## src/include/coherence_macros.svh

```systemverilog
// Coherence subsystem sizes
`ifndef COHERENCE_MACROS_SVH
`define COHERENCE_MACROS_SVH

`define ADDR_W   32                              // Byte address width
`define WORD_W   32                              // One word per block
`define L1_SETS  4                               // Lines per L1
`define INDEX_W  2                               // Set index, address bits 3..2
`define NUM_CPUS 2                               // Cores on the bus

// Tag is what remains above index and byte offset
`define TAG_W    (`ADDR_W - `INDEX_W - 2)

`endif
```

## src/logic/bus_pkg.sv

```systemverilog
// Bus controller and L2 types
`default_nettype none

package bus_pkg;

    // Controller phase
    typedef enum logic [2:0] {
        IDLE,
        GRANT,                                   // One cycle, latch owner
        SNOOP,                                   // Strobe, then sample reply
        TRANSFER,                                // Cache to cache
        READ_L2,
        WRITE_L2,
        COMPLETE                                 // Owner sees dwait low
    } bus_state_t;

    // Status coming back from the L2
    typedef enum logic [1:0] {
        L2_FREE,
        L2_BUSY,
        L2_ACCESS                                // Access done this cycle
    } l2_state_t;

endpackage

`default_nettype wire

```

## src/logic/coherence_pkg.sv

```systemverilog
// Line state and bus op types
`default_nettype none

package coherence_pkg;

    // MESI state of one L1 line
    typedef enum logic [1:0] {
        INVALID,                                 // No copy
        SHARED,                                  // Clean, others may hold it
        EXCLUSIVE,                               // Clean, sole copy
        MODIFIED                                 // Dirty, sole copy
    } mesi_state_t;

    // Request a cache puts on the bus
    typedef enum logic [1:0] {
        BUS_NONE,                                // Nothing pending
        BUS_RD,                                  // Read to share
        BUS_RDX,                                 // Read for ownership
        BUS_WB                                   // Evicted dirty line to L2
    } bus_op_t;

endpackage

`default_nettype wire

```

## src/logic/coherent_cache_pair.sv

```systemverilog
// Two-core coherent cache top
`timescale 1ns/1ps
`default_nettype none
`include "coherence_macros.svh"

module coherent_cache_pair (
    input  wire logic                                CLK,
    input  wire logic                                reset,
    // Core ports
    input  wire logic  [`NUM_CPUS-1:0]               ren,
    input  wire logic  [`NUM_CPUS-1:0]               wen,
    input  wire logic  [`NUM_CPUS-1:0][`ADDR_W-1:0]  addr,
    input  wire logic  [`NUM_CPUS-1:0][`WORD_W-1:0]  wdata,
    output logic       [`NUM_CPUS-1:0][`WORD_W-1:0]  rdata,
    output logic       [`NUM_CPUS-1:0]               busy,
    // L2 port
    output logic                                     l2REN,
    output logic                                     l2WEN,
    output logic       [`ADDR_W-1:0]                 l2addr,
    output logic       [`WORD_W-1:0]                 l2store,
    input  wire logic  [`WORD_W-1:0]                 l2load,
    input  wire bus_pkg::l2_state_t                  l2state
);

    // Cache to controller
    logic [`NUM_CPUS-1:0]                dREN;
    logic [`NUM_CPUS-1:0]                dWEN;
    coherence_pkg::bus_op_t [`NUM_CPUS-1:0] bus_op;
    logic [`NUM_CPUS-1:0][`ADDR_W-1:0]   daddr;
    logic [`NUM_CPUS-1:0][`WORD_W-1:0]   dstore;
    logic [`NUM_CPUS-1:0]                dwait;
    logic [`NUM_CPUS-1:0][`WORD_W-1:0]   dload;
    logic [`NUM_CPUS-1:0]                ccexclusive;
    // Snoop wiring
    logic [`NUM_CPUS-1:0]                ccsnoop;
    logic [`NUM_CPUS-1:0][`ADDR_W-1:0]   ccsnoopaddr;
    logic [`NUM_CPUS-1:0]                ccinv;
    logic [`NUM_CPUS-1:0]                ccsnoophit;
    logic [`NUM_CPUS-1:0]                ccdirty;
    logic [`NUM_CPUS-1:0][`WORD_W-1:0]   ccdata;

    // One L1 per core
    for (genvar i = 0; i < `NUM_CPUS; i++) begin : g_core
        l1_dcache l1_dcache_inst (
            .CLK         (CLK),
            .reset       (reset),
            .ren         (ren[i]),
            .wen         (wen[i]),
            .addr        (addr[i]),
            .wdata       (wdata[i]),
            .rdata       (rdata[i]),
            .busy        (busy[i]),
            .dREN        (dREN[i]),
            .dWEN        (dWEN[i]),
            .bus_op      (bus_op[i]),
            .daddr       (daddr[i]),
            .dstore      (dstore[i]),
            .dwait       (dwait[i]),
            .dload       (dload[i]),
            .ccexclusive (ccexclusive[i]),
            .ccsnoop     (ccsnoop[i]),
            .ccsnoopaddr (ccsnoopaddr[i]),
            .ccinv       (ccinv[i]),
            .ccsnoophit  (ccsnoophit[i]),
            .ccdirty     (ccdirty[i]),
            .ccdata      (ccdata[i])
        );
    end

    bus_controller bus_controller_inst (
        .CLK         (CLK),
        .reset       (reset),
        .dREN        (dREN),
        .dWEN        (dWEN),
        .bus_op      (bus_op),
        .daddr       (daddr),
        .dstore      (dstore),
        .dwait       (dwait),
        .dload       (dload),
        .ccexclusive (ccexclusive),
        .ccsnoop     (ccsnoop),
        .ccsnoopaddr (ccsnoopaddr),
        .ccinv       (ccinv),
        .ccsnoophit  (ccsnoophit),
        .ccdirty     (ccdirty),
        .ccdata      (ccdata),
        .l2REN       (l2REN),
        .l2WEN       (l2WEN),
        .l2addr      (l2addr),
        .l2store     (l2store),
        .l2load      (l2load),
        .l2state     (l2state)
    );

endmodule

`default_nettype wire

```

## src/logic/bus_controller.sv

```systemverilog
// Snooping bus controller
`timescale 1ns/1ps
`default_nettype none
`include "coherence_macros.svh"

module bus_controller (
    input  wire logic                                 CLK,
    input  wire logic                                 reset,
    // Cache requests
    input  wire logic   [`NUM_CPUS-1:0]               dREN,
    input  wire logic   [`NUM_CPUS-1:0]               dWEN,
    input  wire coherence_pkg::bus_op_t [`NUM_CPUS-1:0] bus_op,
    input  wire logic   [`NUM_CPUS-1:0][`ADDR_W-1:0]  daddr,
    input  wire logic   [`NUM_CPUS-1:0][`WORD_W-1:0]  dstore,
    output logic        [`NUM_CPUS-1:0]               dwait,
    output logic        [`NUM_CPUS-1:0][`WORD_W-1:0]  dload,
    output logic        [`NUM_CPUS-1:0]               ccexclusive,
    // Snoop broadcast
    output logic        [`NUM_CPUS-1:0]               ccsnoop,
    output logic        [`NUM_CPUS-1:0][`ADDR_W-1:0]  ccsnoopaddr,
    output logic        [`NUM_CPUS-1:0]               ccinv,
    input  wire logic   [`NUM_CPUS-1:0]               ccsnoophit,
    input  wire logic   [`NUM_CPUS-1:0]               ccdirty,
    input  wire logic   [`NUM_CPUS-1:0][`WORD_W-1:0]  ccdata,
    // L2 port
    output logic                                      l2REN,
    output logic                                      l2WEN,
    output logic        [`ADDR_W-1:0]                 l2addr,
    output logic        [`WORD_W-1:0]                 l2store,
    input  wire logic   [`WORD_W-1:0]                 l2load,
    input  wire bus_pkg::l2_state_t                   l2state
);

    bus_pkg::bus_state_t    state;
    coherence_pkg::bus_op_t op;                  // Granted request
    logic                   owner;               // Granted core
    logic                   other;               // Core to snoop
    logic                   prio;                // Round-robin favorite
    logic                   winner;
    logic                   snoop_second;        // Second SNOOP cycle
    logic                   excl;                // Fill may be EXCLUSIVE
    logic                   l2_done;
    logic [`NUM_CPUS-1:0]   req;
    logic [`ADDR_W-1:0]     xaddr;
    logic [`WORD_W-1:0]     xdata;               // Word moving on the bus

    assign req     = dREN | dWEN;
    assign winner  = req[prio] ? prio : !prio;   // Favorite first
    assign other   = !owner;
    assign l2_done = (l2state == bus_pkg::L2_ACCESS);

    // Transaction FSM
    always_ff @(posedge CLK) begin
        if (reset) begin
            state        <= bus_pkg::IDLE;
            prio         <= 1'b0;                // Core 0 first
            snoop_second <= 1'b0;
        end else begin
            case (state)
                bus_pkg::IDLE: begin
                    if (|req) begin
                        state <= bus_pkg::GRANT;
                        prio  <= !winner;        // Other core next time
                    end
                end
                bus_pkg::GRANT:
                    state <= (op == coherence_pkg::BUS_WB) ? bus_pkg::WRITE_L2 : bus_pkg::SNOOP;
                bus_pkg::SNOOP: begin
                    snoop_second <= !snoop_second;
                    if (snoop_second) begin
                        if (ccsnoophit[other] && ccdirty[other])
                            state <= bus_pkg::WRITE_L2;   // Supply and write back
                        else if (ccsnoophit[other])
                            state <= bus_pkg::TRANSFER;
                        else
                            state <= bus_pkg::READ_L2;
                    end
                end
                bus_pkg::TRANSFER:
                    state <= bus_pkg::COMPLETE;
                bus_pkg::READ_L2,
                bus_pkg::WRITE_L2: begin
                    if (l2_done)
                        state <= bus_pkg::COMPLETE;
                end
                default:
                    state <= bus_pkg::IDLE;      // COMPLETE
            endcase
        end
    end

    // Request capture and data path
    always_ff @(posedge CLK) begin
        if (state == bus_pkg::IDLE && |req) begin
            owner <= winner;
            op    <= bus_op[winner];
            xaddr <= daddr[winner];
            xdata <= dstore[winner];             // Used by BUS_WB only
        end
        if (state == bus_pkg::SNOOP && snoop_second) begin
            if (ccsnoophit[other])
                xdata <= ccdata[other];
            excl <= !ccsnoophit[other] || (op == coherence_pkg::BUS_RDX);
        end
        if (state == bus_pkg::READ_L2 && l2_done)
            xdata <= l2load;
    end

    // Per-cache outputs
    always_comb begin
        for (int i = 0; i < `NUM_CPUS; i++) begin
            // Waiting until its own COMPLETE cycle
            dwait[i]       = req[i] && !(state == bus_pkg::COMPLETE && owner == 1'(i));
            dload[i]       = xdata;
            ccexclusive[i] = excl;
            ccsnoop[i]     = (state == bus_pkg::SNOOP) && !snoop_second && (owner != 1'(i));
            ccsnoopaddr[i] = xaddr;
            ccinv[i]       = (state == bus_pkg::SNOOP) && (op == coherence_pkg::BUS_RDX)
                             && (owner != 1'(i));
        end
    end

    // L2 requests are held until L2_ACCESS
    assign l2REN   = (state == bus_pkg::READ_L2);
    assign l2WEN   = (state == bus_pkg::WRITE_L2);
    assign l2addr  = xaddr;
    assign l2store = xdata;

endmodule

`default_nettype wire

```

## src/logic/l1_dcache.sv

```systemverilog
// Direct-mapped MESI L1 data cache
`timescale 1ns/1ps
`default_nettype none
`include "coherence_macros.svh"

module l1_dcache (
    input  wire logic                   CLK,
    input  wire logic                   reset,
    // Core side
    input  wire logic                   ren,
    input  wire logic                   wen,
    input  wire logic [`ADDR_W-1:0]     addr,
    input  wire logic [`WORD_W-1:0]     wdata,
    output logic      [`WORD_W-1:0]     rdata,
    output logic                        busy,
    // Requests to the bus controller
    output logic                        dREN,
    output logic                        dWEN,
    output coherence_pkg::bus_op_t      bus_op,
    output logic      [`ADDR_W-1:0]     daddr,
    output logic      [`WORD_W-1:0]     dstore,
    input  wire logic                   dwait,
    input  wire logic [`WORD_W-1:0]     dload,
    input  wire logic                   ccexclusive,
    // Snoop port
    input  wire logic                   ccsnoop,
    input  wire logic [`ADDR_W-1:0]     ccsnoopaddr,
    input  wire logic                   ccinv,
    output logic                        ccsnoophit,
    output logic                        ccdirty,
    output logic      [`WORD_W-1:0]     ccdata
);

    // Miss sequencing
    typedef enum logic [1:0] {
        C_IDLE,                                  // Serve hits, spot misses
        C_WB,                                    // Write back dirty victim
        C_FETCH                                  // BUS_RD or BUS_RDX
    } ctrl_state_t;

    logic [`TAG_W-1:0]          tag_mem   [`L1_SETS];
    logic [`WORD_W-1:0]         data_mem  [`L1_SETS];
    coherence_pkg::mesi_state_t state_mem [`L1_SETS];
    ctrl_state_t                cstate;

    logic [`INDEX_W-1:0] idx;
    logic [`TAG_W-1:0]   tag;
    logic [`INDEX_W-1:0] snp_idx;
    logic [`TAG_W-1:0]   snp_tag;
    logic                hit;
    logic                snp_hit;
    logic                snoop_block;
    logic                local_ok;
    logic                local_write;
    logic                start_miss;
    logic                victim_dirty;
    logic                fill_done;

    // Address split ignores the byte offset
    assign idx     = addr[`INDEX_W+1:2];
    assign tag     = addr[`ADDR_W-1:`INDEX_W+2];
    assign snp_idx = ccsnoopaddr[`INDEX_W+1:2];
    assign snp_tag = ccsnoopaddr[`ADDR_W-1:`INDEX_W+2];

    assign hit     = (state_mem[idx] != coherence_pkg::INVALID) && (tag_mem[idx] == tag);
    assign snp_hit = (state_mem[snp_idx] != coherence_pkg::INVALID)
                     && (tag_mem[snp_idx] == snp_tag);

    // A snoop on the same set wins this cycle, local access waits
    assign snoop_block = ccsnoop && (snp_idx == idx);

    // Reads hit in any valid state, writes need E or M
    assign local_ok = hit && !snoop_block
                      && (!wen || state_mem[idx] == coherence_pkg::EXCLUSIVE
                               || state_mem[idx] == coherence_pkg::MODIFIED);

    assign local_write  = (cstate == C_IDLE) && local_ok && wen;
    assign start_miss   = (cstate == C_IDLE) && (ren || wen) && !local_ok && !snoop_block;
    assign victim_dirty = (state_mem[idx] == coherence_pkg::MODIFIED) && (tag_mem[idx] != tag);
    assign fill_done    = (cstate == C_FETCH) && !dwait;

    // Busy drops on a hit, or in the cycle the fill arrives
    always_comb begin
        case (cstate)
            C_IDLE:  busy = (ren || wen) && !local_ok;
            C_FETCH: busy = dwait;
            default: busy = 1'b1;
        endcase
    end

    assign rdata = (cstate == C_FETCH) ? dload : data_mem[idx]; // Bypass fill data

    // Victim WB is dropped if a snoop already cleaned the line
    assign dWEN = (cstate == C_WB) && (state_mem[idx] == coherence_pkg::MODIFIED);
    assign dREN = (cstate == C_FETCH);
    assign daddr  = (cstate == C_WB) ? {tag_mem[idx], idx, 2'b00} : addr;
    assign dstore = data_mem[idx];                                 // Victim word

    always_comb begin
        if (dWEN)
            bus_op = coherence_pkg::BUS_WB;
        else if (dREN)
            bus_op = wen ? coherence_pkg::BUS_RDX : coherence_pkg::BUS_RD; // Upgrade uses RDX
        else
            bus_op = coherence_pkg::BUS_NONE;
    end

    // Control FSM and line states
    always_ff @(posedge CLK) begin
        if (reset) begin
            cstate <= C_IDLE;
            for (int i = 0; i < `L1_SETS; i++) begin
                state_mem[i] <= coherence_pkg::INVALID;
            end
        end else begin
            case (cstate)
                C_IDLE: begin
                    if (local_write)
                        state_mem[idx] <= coherence_pkg::MODIFIED;  // Silent E to M
                    else if (start_miss)
                        cstate <= victim_dirty ? C_WB : C_FETCH;
                end
                C_WB: begin
                    if (!dwait) begin
                        state_mem[idx] <= coherence_pkg::INVALID;   // Victim gone
                        cstate         <= C_FETCH;
                    end
                end
                C_FETCH: begin
                    if (!dwait) begin
                        if (wen)
                            state_mem[idx] <= coherence_pkg::MODIFIED;
                        else if (ccexclusive)
                            state_mem[idx] <= coherence_pkg::EXCLUSIVE;
                        else
                            state_mem[idx] <= coherence_pkg::SHARED;
                        cstate <= C_IDLE;
                    end
                end
                default: cstate <= C_IDLE;
            endcase
            // Snooped line drops last so it overrides
            if (ccsnoop && snp_hit)
                state_mem[snp_idx] <= ccinv ? coherence_pkg::INVALID : coherence_pkg::SHARED;
        end
    end

    // Tag and data arrays
    always_ff @(posedge CLK) begin
        if (local_write) begin
            data_mem[idx] <= wdata;
        end else if (fill_done) begin
            tag_mem[idx]  <= tag;
            data_mem[idx] <= wen ? wdata : dload;                  // Write merges into fill
        end
    end

    // Snoop reply is valid the cycle after the strobe
    always_ff @(posedge CLK) begin
        if (reset) begin
            ccsnoophit <= 1'b0;
            ccdirty    <= 1'b0;
        end else if (ccsnoop) begin
            ccsnoophit <= snp_hit;
            ccdirty    <= snp_hit && (state_mem[snp_idx] == coherence_pkg::MODIFIED);
        end
    end

    always_ff @(posedge CLK) begin
        if (ccsnoop)
            ccdata <= data_mem[snp_idx];
    end

endmodule

`default_nettype wire

```

## config.mk

```make
export PLATFORM = sky130hd
export DESIGN_NAME = coherent_cache_pair
export DESIGN_NICKNAME = d
export VERILOG_FILES = /design/src/logic/bus_pkg.sv /design/src/logic/coherence_pkg.sv /design/src/logic/coherent_cache_pair.sv /design/src/logic/bus_controller.sv /design/src/logic/l1_dcache.sv
export VERILOG_INCLUDE_DIRS = /design/src /design/src/include
export SDC_FILE = /design/constraint.sdc
export NUM_CORES = 1
export LEC_CHECK = 0
export ABC_AREA = 1
export BUFFER_PORTS_ARGS = -buffer_cell sky130_fd_sc_hd__buf_2
export CELL_PAD_IN_SITES_DETAIL_PLACEMENT = 1
export CELL_PAD_IN_SITES_GLOBAL_PLACEMENT = 2
export CORE_AREA = 2 2 313 315
export CTS_CLUSTER_DIAMETER = 40
export DETAILED_ROUTE_END_ITERATION = 8
export DIE_AREA = 0 0 315 317
export PLACE_DENSITY = 0.85
export SYNTH_ARGS = -nofsm -noshare
export SYNTH_HDL_FRONTEND = slang
export SYNTH_HIERARCHICAL = 1
export SYNTH_SLANG_ARGS = --single-unit
```

## constraint.sdc

```tcl
create_clock -name CLK -period 5.15 [get_ports CLK]
set_input_delay 0.515 -clock CLK [delete_from_list [all_inputs] [get_ports CLK]]
set_output_delay 0.515 -clock CLK [all_outputs]
set_load 0.005 [all_outputs]
```

# After elaboration in Yosys (flattened, before gate mapping)
# Memories as Yosys holds them, arrays and structs flattened. A register that Yosys moved wholly into a read port is not among the register bits.
# Index checks and enable logic that the tools add are counted.
# word_totals
ff_bits	81
latchBits	0
ramBits	496
rom_bits	0
input_bits	168
out_inout_bits	132
wordCells	302
n_memories	6
# memory_table
memory	words	width	rd	rd_ports_with_merged_regs	write_ports	line	rtl
g_core[0].l1_dcache_inst.data_mem	4	32	2	1	1	l1_dcache.sv:42	logic [`WORD_W-1:0] data_mem [`L1_SETS];
g_core[1].l1_dcache_inst.data_mem	4	32	2	1	1	l1_dcache.sv:42	
g_core[0].l1_dcache_inst.tag_mem	4	28	2	1	1	l1_dcache.sv:41	logic [`TAG_W-1:0] tag_mem [`L1_SETS];
g_core[1].l1_dcache_inst.tag_mem	4	28	2	1	1	l1_dcache.sv:41	
g_core[0].l1_dcache_inst.state_mem	4	2	2	1	4	l1_dcache.sv:43	coherence_pkg::mesi_state_t state_mem [`L1_SETS];
g_core[1].l1_dcache_inst.state_mem	4	2	2	1	4	l1_dcache.sv:43	
# classes
addsub	0
multipliers	0
div	0
magnitude_cmp	3
eq_ne	38
n_shift	0
muxes	144
bitwise_logic	12
reduce_logical	85
# ops
op	n
$mux 32	18
$eq 28x28->1	4
$mux 1	77
$mux 2	38
$ne 28x28->1	2
$logic_and 1x1->1	46
$eq 2x2->1 const B	11
$mux 3	6
$logic_not 1->1	15
$pmux 3 s5	1
$ne 2x2->1 const B	7
$pmux 2 s3	2
$reduce_or 2->1	6
$or 1x1->1	10
$eq 3x3->1 const B	3
$ne 2x1->1 const B	4
$reduce_and 4->1	2
$reduce_bool 2->1	4
$logic_or 1x1->1	7
$eq 3x2->1 const B	2
$lt 1x2->1 const B	3
$eq 2x1->1 const B	2
$eq 2x2->1	2
$logic_not 2->1	2
7 further kinds	8

# Logic depth before layout (Yosys ltp)
# Gate-level depths: netlist of run 1.
# depth
ltp_word	19
depth_mapped	22
depth_no_buf	20

# Modules after synthesis
# Netlist of run 1, hierarchy kept.
# by_module_without_submodules
module	n_inst	cells_per_inst	area_per_inst_um2	seq_area_each_um2
l1_dcache (g_core[0].l1_dcache_inst)	1	1652	14839.2	8448.1
l1_dcache (g_core[1].l1_dcache_inst)	1	1576	14646.5	8448.1
bus_controller	1	985	5992.0	1821.7

# Worst setup path after synthesis of run 1
# OpenSTA, ideal clock, no wires.
# synth_path
kind	input port to flip-flop
startpoint	input addr[34] (netlist name)
endpoint	memory g_core[1].l1_dcache_inst/data_mem[0][0] (netlist name), enable pin
setup_ps	421
t_arrival_ps	3605
required_time_ps	4729
path_slack_ps	1124
cell_stages	20
n_path_buf	3
path_cell_list	buf_6 > buf_6 > buf_6 > nand2_1 > inv_2 > a22oi_1 > o221ai_1 > inv_1 > nor2_1 > nand2_1 > inv_1 > inv_1 > nand2_1 > nand2_1 > inv_1 > nor2_1 > inv_1 > o31ai_2 > inv_2 > nor2_1
# synth_via
elab_chain_len	11
elab_cells_between_ends	27
cone_classes	eq/ne (4); mux (5); bitwise (2); reduce/logical (14); memory (2)
# synth_lines
element	line	rtl
start: declaration	coherent_cache_pair.sv:12	input wire logic [`NUM_CPUS-1:0][`ADDR_W-1:0] addr,
$mem_v2 4x2	-	
$eq 2x2->1	l1_dcache.sv:94	assign dWEN = (cstate == C_WB) && (state_mem[idx] == coherence_pkg::MODIFIED);
$logic_and 1x1->1	l1_dcache.sv:94	
named net dWEN[1]	coherent_cache_pair.sv:27	logic [`NUM_CPUS-1:0] dWEN;
$or 2x2->2	bus_controller.sv:47	assign req = dREN | dWEN;
$logic_and 1x1->1	bus_controller.sv:113	dwait[i] = req[i] && !(state == bus_pkg::COMPLETE && owner == 1'(i));
named net dwait[1]	coherent_cache_pair.sv:31	logic [`NUM_CPUS-1:0] dwait;
$logic_not 1->1	l1_dcache.sv:80	assign fill_done = (cstate == C_FETCH) && !dwait;
$logic_and 1x1->1	l1_dcache.sv:80	
$mux 1	l1_dcache.sv:152	end else if (fill_done) begin
$mux 1	l1_dcache.sv:150	if (local_write) begin
$mux 1	l1_dcache.sv:154	data_mem[idx] <= wen ? wdata : dload;
$or 1x1->1 (no line)	-	
end: declaration	l1_dcache.sv:42	
# The timed path passes the listed nets, and every way through them passes these cells.

==> summary.txt, run 1 <==
Status -> finished, final reports clean
Iter 0 DRT Violations -> 2661
LEAKAGE -> 18.3 nW
Final WS setup -> 1070 ps
Cell area after synthesis -> 0.0355 sq mm
Final Skew -> 45.1 ps
Total die area -> 0.0999 sq mm
Crit path max fanout -> 22
Place WS -> 906 ps
First-pass GRT wire length -> 203 mm
Largest net degree at the start of global routing -> 67
Setup violators final -> 0
Number of fillers in the final layout -> 11400
Vias in the first global route -> 32300
Detail-routed via count per cell -> 5.44
Final #Nets -> 4559
Int Power -> 14.3 mW
Setup Buffers After CTS -> 0
Post-route insts no fill -> 5771
Pwr Density -> 583 mW/mm^2
Vias -> 31400
Gpl congestion -> 0.900
Achievable Freq -> 245 MHz
Sw Pwr -> 9.94 mW
CTS tree -> done
Total chip power -> 24.2 mW
Sw Ratio -> 0.410
RSZ-0062 raised after global routing -> no
Core Region -> 0.0963 sq mm
Max VDD drop -> 278 uV
H-tree depth -> 3
Placed insts -> 5536
Grt met1 use -> 0.345
Sum Neg Setup Slack -> 0 ps
Clock transition at the registers of the reported paths -> 60 ps
Final period demand of the worst path -> 4080 ps
Root Buffer -> clkbuf_16
Worst setup EP type -> register
Syn_nets -> 4379
WS Path Type -> register to register
Ys Warns -> 6
WP buf/inv -> 3
Worst path required time -> 5710 ps
Reg power frac -> 0.311
Die X -> 315 um
Initial Utilization -> 0.368
Max stage delay cell, worst path -> edfxtp_1
Most used cell, CP -> nand2_1
Cts bufs inserted -> 117
Crit path cell chain -> inv_2, nand2_2, inv_2, a21oi_1, nand2_1, nand2_1, nand2_1, inv_1, nand2_1, nor2_1, nand4_1, nor3_1, nand3_1, nor2_1, a21oi_1
DPL Wire Length -> 93.0 mm
Clock Sinks -> 641
Total gr overflow -> 0
Site Rows -> 114
Post-route ant nets -> 0
Syn-to-layout area delta -> 17.2%
CP Data Arrival Time -> 4640 ps
IO Pins -> 300
Initial DRT Pass Iterations -> 5
Clock power share -> 0.331
Max_slew headroom -> 0.345
Clk buf depth -> 3
Worst-margin pin slew -> 982 ps
Comb power frac -> 0.358
PostCTS Resize Cnt -> 0
GR Util All Layers -> 0.272
Hold Fails Final Rpt -> 0
Max-cap check violation count -> 0
Clk_lat worst skew -> 700 ps
Final period util -> 0.792
GR Util met3 -> 0.0413
Crit path max-delay family -> simple AND/OR/NAND/NOR gates
# DRC -> 0
Worst min-delay path category -> input port to register
CP max stage delay -> 990 ps
Initial antenna violation count -> 10
Post-Route WL -> 138 mm
GR Util met2 -> 0.471
Critical path launch point type -> register
Hold WS -> 25.9 ps
Chip Height -> 317 um
Avg Cell Area, Syn -> 8.42 sq um
Buffers on Ports -> 299
Syn Inst Count -> 4211
Layout cell share with drive strength beyond 1 -> 0.150
Max-slew violations -> 0
Gr busiest metal -> met2
WL/cell -> 24.0 um
## worst reg2reg max path: cells and delay by family (launching register included)
kind            cells  cell delay (ps)
compound gates      2              380
simple gates       10             1860
buf+inv             3              690
flops               1              990
## final timing paths
path | from | endpoint | slack, ps | depth (start not counted)
hold reg to reg | g_core[0].l1_dcache_inst/ccsnoophit$_SDFFE_PP0P_ | g_core[0].l1_dcache_inst/ccsnoophit$_SDFFE_PP0P_ | 470 | 2
setup reg to reg | bus_controller_inst/l2addr[2]$_DFFE_PN_ | g_core[0].l1_dcache_inst/state_mem[0][1]$_SDFFE_PP0P_ | 1070 | 15
hold / removal | l2load[22] | bus_controller_inst/l2store[22]$_DFF_P_ | 30 | 3
setup / recovery | bus_controller_inst/l2addr[2]$_DFFE_PN_ | g_core[0].l1_dcache_inst/state_mem[0][1]$_SDFFE_PP0P_ | 1070 | 15
## through the flow
step,util,instance area [sq um]
2_1_floorplan,-,35500
3_3_place_gp,0.388,37300
3_5_place_dp,0.388,37300
4_1_cts,0.432,41600
5_1_grt,0.432,41600
6_report,0.432,41600
## power groups by stage
stage,sequential (mW),clock [mW],combinational [mW]
2_1_floorplan,7.19,0,5.81
3_3_place_gp,7.60,0,8.34
3_5_place_dp,7.63,0,8.52
4_1_cts,7.53,8.09,8.60
5_1_grt,7.59,8.32,9.47
6_report,7.53,8.01,8.68
## registers in the layout, indices dropped and copies added (netlist names)
signal,count
g_core.l1_dcache_inst/ccdirty,2
bus_controller_inst/l2addr,32
bus_controller_inst/snoop_second,1
bus_controller_inst/prio,1
bus_controller_inst/owner,1
g_core.l1_dcache_inst/ccsnoophit,2
g_core.l1_dcache_inst/tag_mem,224
g_core.l1_dcache_inst/data_mem,256
bus_controller_inst/state,3
bus_controller_inst/l2store,32
g_core.l1_dcache_inst/state_mem,16
bus_controller_inst/op,2
g_core.l1_dcache_inst/cstate,4
bus_controller_inst/excl,1
g_core.l1_dcache_inst/ccdata,64
## repair_timing
action                                 in CTS  in global routing
hold buffers                               12                  0
setup endpoints to repair                   0                  0
endpoints found under the hold margin      12                  0
## layout make-up
type / count / area (sq um) / share of cell area
Antenna cell: 1 / 2.50 / 0.0000602
Clock buffer: 126 / 3000 / 0.0723
Clock inverter: 96 / 1090 / 0.0263
Inverter: 517 / 1950 / 0.0468
Multi-Input combinational cell: 2722 / 12900 / 0.311
Sequential cell: 641 / 18700 / 0.450
Tap cell: 1276 / 1600 / 0.0384
Timing Repair Buffer: 392 / 2270 / 0.0547
## layout by cell type, fill, tap and decap left out, drive strengths merged
| cell | n |
|---|---|
| nand2 | 1510 |
| edfxtp | 588 |
| inv | 535 |
| buf | 380 |
| nor2 | 271 |
| nand3 | 237 |
| o21ai | 226 |
| a22oi | 189 |
| o221ai | 131 |
| clkbuf | 126 |
| dfxtp | 53 |
| a21oi | 46 |
| clkinv | 43 |
| nand3b | 32 |
| nand4 | 29 |
| clkinvlp | 18 |
| bufinv | 17 |
| a31oi | 12 |
| dlygate4sd3 | 12 |
| o22ai | 10 |
| nor4 | 4 |
| nor3 | 4 |
| a221oi | 3 |
| a22o | 2 |
| o211ai | 2 |
| a32o | 2 |
| xnor2 | 2 |
| o21bai | 2 |
| diode | 1 |
| a211oi | 1 |
| and2 | 1 |
| nor3b | 1 |
| xor2 | 1 |
| a21o | 1 |
| o31ai | 1 |
| or2 | 1 |
| a31o | 1 |
## per-layer routing
layer / wire length, um / part of all wire / vias to the layer above
met5: 35 / 0.00025 / -
met4: 4460 / 0.032 / 6
met3: 9400 / 0.068 / 267
met2: 67600 / 0.49 / 1178
met1: 56700 / 0.41 / 15500
li1: - / - / 14400
Power figures use the tool's default switching activity.
==> run 2: changes to the inputs <==
==> constraint.sdc (replaced) <==
create_clock -name CLK -period 4 [get_ports CLK]
set_input_delay 0.4 -clock CLK [delete_from_list [all_inputs] [get_ports CLK]]
set_output_delay 0.4 -clock CLK [all_outputs]
set_load 0.005 [all_outputs]
==> run 2 against run 1 <==
Worst setup slack got worse by 760 ps; critical path type is now register to output pin; highest routed layer unchanged; global-route usage rose by 0.75 points; via count rose by 1.9%; largest power group unchanged.
==> summary.txt, run 2 (synthesis gave the netlist of run 1 again) <==
WL/cell -> 24.1 um
Reg power frac -> 0.316
Post-Route WL -> 141 mm
Cts bufs inserted -> 113
Number of fillers in the final layout -> 11400
Vias in the first global route -> 33000
Setup Buffers After CTS -> 0
Sum Neg Setup Slack -> 0 ps
Biggest regs -> g_core.l1_dcache_inst/data_mem: 256 flops, g_core.l1_dcache_inst/tag_mem: 224 flops, g_core.l1_dcache_inst/ccdata: 64 flops
GR Util met2 -> 0.487
Int Power -> 17.8 mW
Die X -> 315 um
Buffers on Ports -> 299
Final period util -> 0.921
Top reg by flops -> g_core.l1_dcache_inst/data_mem
Initial Utilization -> 0.368
Total gr overflow -> 0
CP max stage delay -> 440 ps
Comb power frac -> 0.373
Post-DP Area -> 0.0378 sq mm
IO Pins -> 300
Layout cell share with drive strength beyond 1 -> 0.150
CTS tree -> done
RSZ-0062 raised after global routing -> no
Clk buf depth -> 3
GR Util met3 -> 0.0423
Crit path max fanout -> 6
Max_slew headroom -> 0.377
LEAKAGE -> 18.7 nW
Chip Height -> 317 um
Core Util, Final -> 0.441
First-pass GRT wire length -> 208 mm
Total die area -> 0.0999 sq mm
Achievable Freq -> 272 MHz
Final period demand of the worst path -> 3680 ps
Sw Ratio -> 0.422
Clock Sinks -> 641
Vias -> 32000
Grt met1 use -> 0.350
Initial antenna violation count -> 4
H-tree depth -> 3
Most frequent cells in the layout -> nand2_1 (1494), edfxtp_1 (588), inv_1 (491)
Worst path depth -> 11
Max VDD drop -> 406 uV
WP buf/inv -> 2
Largest register FFs -> 256
PostCTS Resize Cnt -> 0
Syn-to-layout area delta -> 19.8%
Critical path launch point type -> register
Sw Pwr -> 12.9 mW
Crit path cell chain -> inv_2, nor2_1, nand3_1, nor2_4, o221ai_1, nor2_1, a21oi_1, nand2_1, nand2_1, nand3_1, buf_2
Root Buffer -> clkbuf_16
WS Path Type -> register to output pin
Crit path max-delay family -> simple AND/OR/NAND/NOR gates
Site Rows -> 114
Post-route ant nets -> 0
GR Util All Layers -> 0.280
Final instance area -> 0.0425 sq mm
Max-slew violations -> 0
Max-cap check violation count -> 0
Pwr Density -> 723 mW/mm^2
Hold Path Depth -> 3
Place WS -> 405 ps
Final Skew -> 67.3 ps
DPL Wire Length -> 94.7 mm
Worst setup EP type -> output pin
Worst path required time -> 3600 ps
Hold Fails Final Rpt -> 0
Max stage delay cell, worst path -> dfxtp_1
Final #Nets -> 4656
Clock transition at the registers of the reported paths -> 60 ps
Setup violators final -> 0
Hold WS -> 55.9 ps
Detail-routed via count per cell -> 5.45
R2R depth -> 13
Worst min-delay path category -> input port to register
Status -> finished, final reports clean
Core Region -> 0.0963 sq mm
Worst-margin pin slew -> 926 ps
# DRC -> 0
Gr busiest metal -> met2
Initial DRT Pass Iterations -> 5
Iter 0 DRT Violations -> 2893
Clock power share -> 0.311
Commonest non-fill, non-tap cell in the layout -> nand2_1
Final WS setup -> 317 ps
Largest net degree at the start of global routing -> 65
Ant diodes -> 0
Gpl congestion -> 0.868
Clk_lat worst skew -> 740 ps
CP Data Arrival Time -> 3280 ps
run 2: cell count changes in the layout (fill, tap and decap cells not counted), moves of 2 or more:
| cell | delta |
|---|---|
| clkinv_1 | +2 |
| clkinv_4 | +2 |
| buf_4 | +7 |
| inv_8 | +5 |
| clkinv_8 | +4 |
| clkbuf_16 | -5 |
| inv_6 | -4 |
| dlygate4sd3_1 | +74 |
| clkinv_16 | +3 |
| clkinvlp_4 | -5 |
| bufinv_16 | -11 |
| buf_12 | +20 |
run 2: path summary, 6_finish.rpt:
| kind | slack [ps] | from | to |
|---|---|---|---|
| worst min register to register | 470 | g_core[0].l1_dcache_inst/state_mem[3][1]$_SDFFE_PP0P_ | g_core[0].l1_dcache_inst/state_mem[3][1]$_SDFFE_PP0P_ |
| worst max-delay path | 320 | bus_controller_inst/state[1]$_SDFFE_PP0P_ | busy[1] |
| worst min-delay path | 60 | l2load[1] | bus_controller_inst/l2store[1]$_DFF_P_ |
| worst max register to register | 430 | bus_controller_inst/l2addr[2]$_DFFE_PN_ | g_core[0].l1_dcache_inst/state_mem[0][1]$_SDFFE_PP0P_ |
run 2: through the flow:
stage / cells / power [mW]
global route: 5863 / 32.3
finish: 5863 / 30.7
CTS: 5863 / 30.8
floorplan: 4211 / 16.7
global placement: 5563 / 20.8
detailed placement: 5563 / 21.1
run 2: cell type report:
class                      count  area, sq um  area share
inverter                     517         1950      0.0458
timing repair buffer         493         3470      0.0817
clock buffer                 120         2860      0.0674
tap                         1276         1600      0.0376
multi-input combinational   2722        12900       0.304
clock inverter                94          952      0.0224
sequential                   641        18700       0.441
run 2: worst reg2reg max path, cell delays in order, from the launching register on:
cell,delay (ps)
edfxtp_1,770
nand2_4,380
inv_2,470
a21oi_1,170
nand2_1,90
nand2_1,50
nand2_1,180
nand2_1,90
nor2_1,110
nand4_1,140
nor3_1,580
nand3_1,230
nor2_1,190
a21oi_1,50
run 2: power by group through the flow:
stage	combinational [mW]	sequential (mW)	clock, mW
2_1_floorplan	7.48	9.25	0
3_3_place_gp	11.0	9.80	0
3_5_place_dp	11.2	9.84	0
4_1_cts	11.4	9.71	9.66
5_1_grt	12.5	9.78	9.95
6_report	11.4	9.71	9.56
run 2: timing repair:
item	in CTS	in global routing
hold endpoints to repair	249	0
setup endpoints to repair	0	0
hold buffers	86	0
run 2: layer usage:
| layer | part of all wire | wire, um |
|---|---|---|
| met1 | 0.41 | 57300 |
| met2 | 0.49 | 69200 |
| met3 | 0.069 | 9750 |
| met4 | 0.035 | 5000 |
| met5 | 0.00033 | 46 |
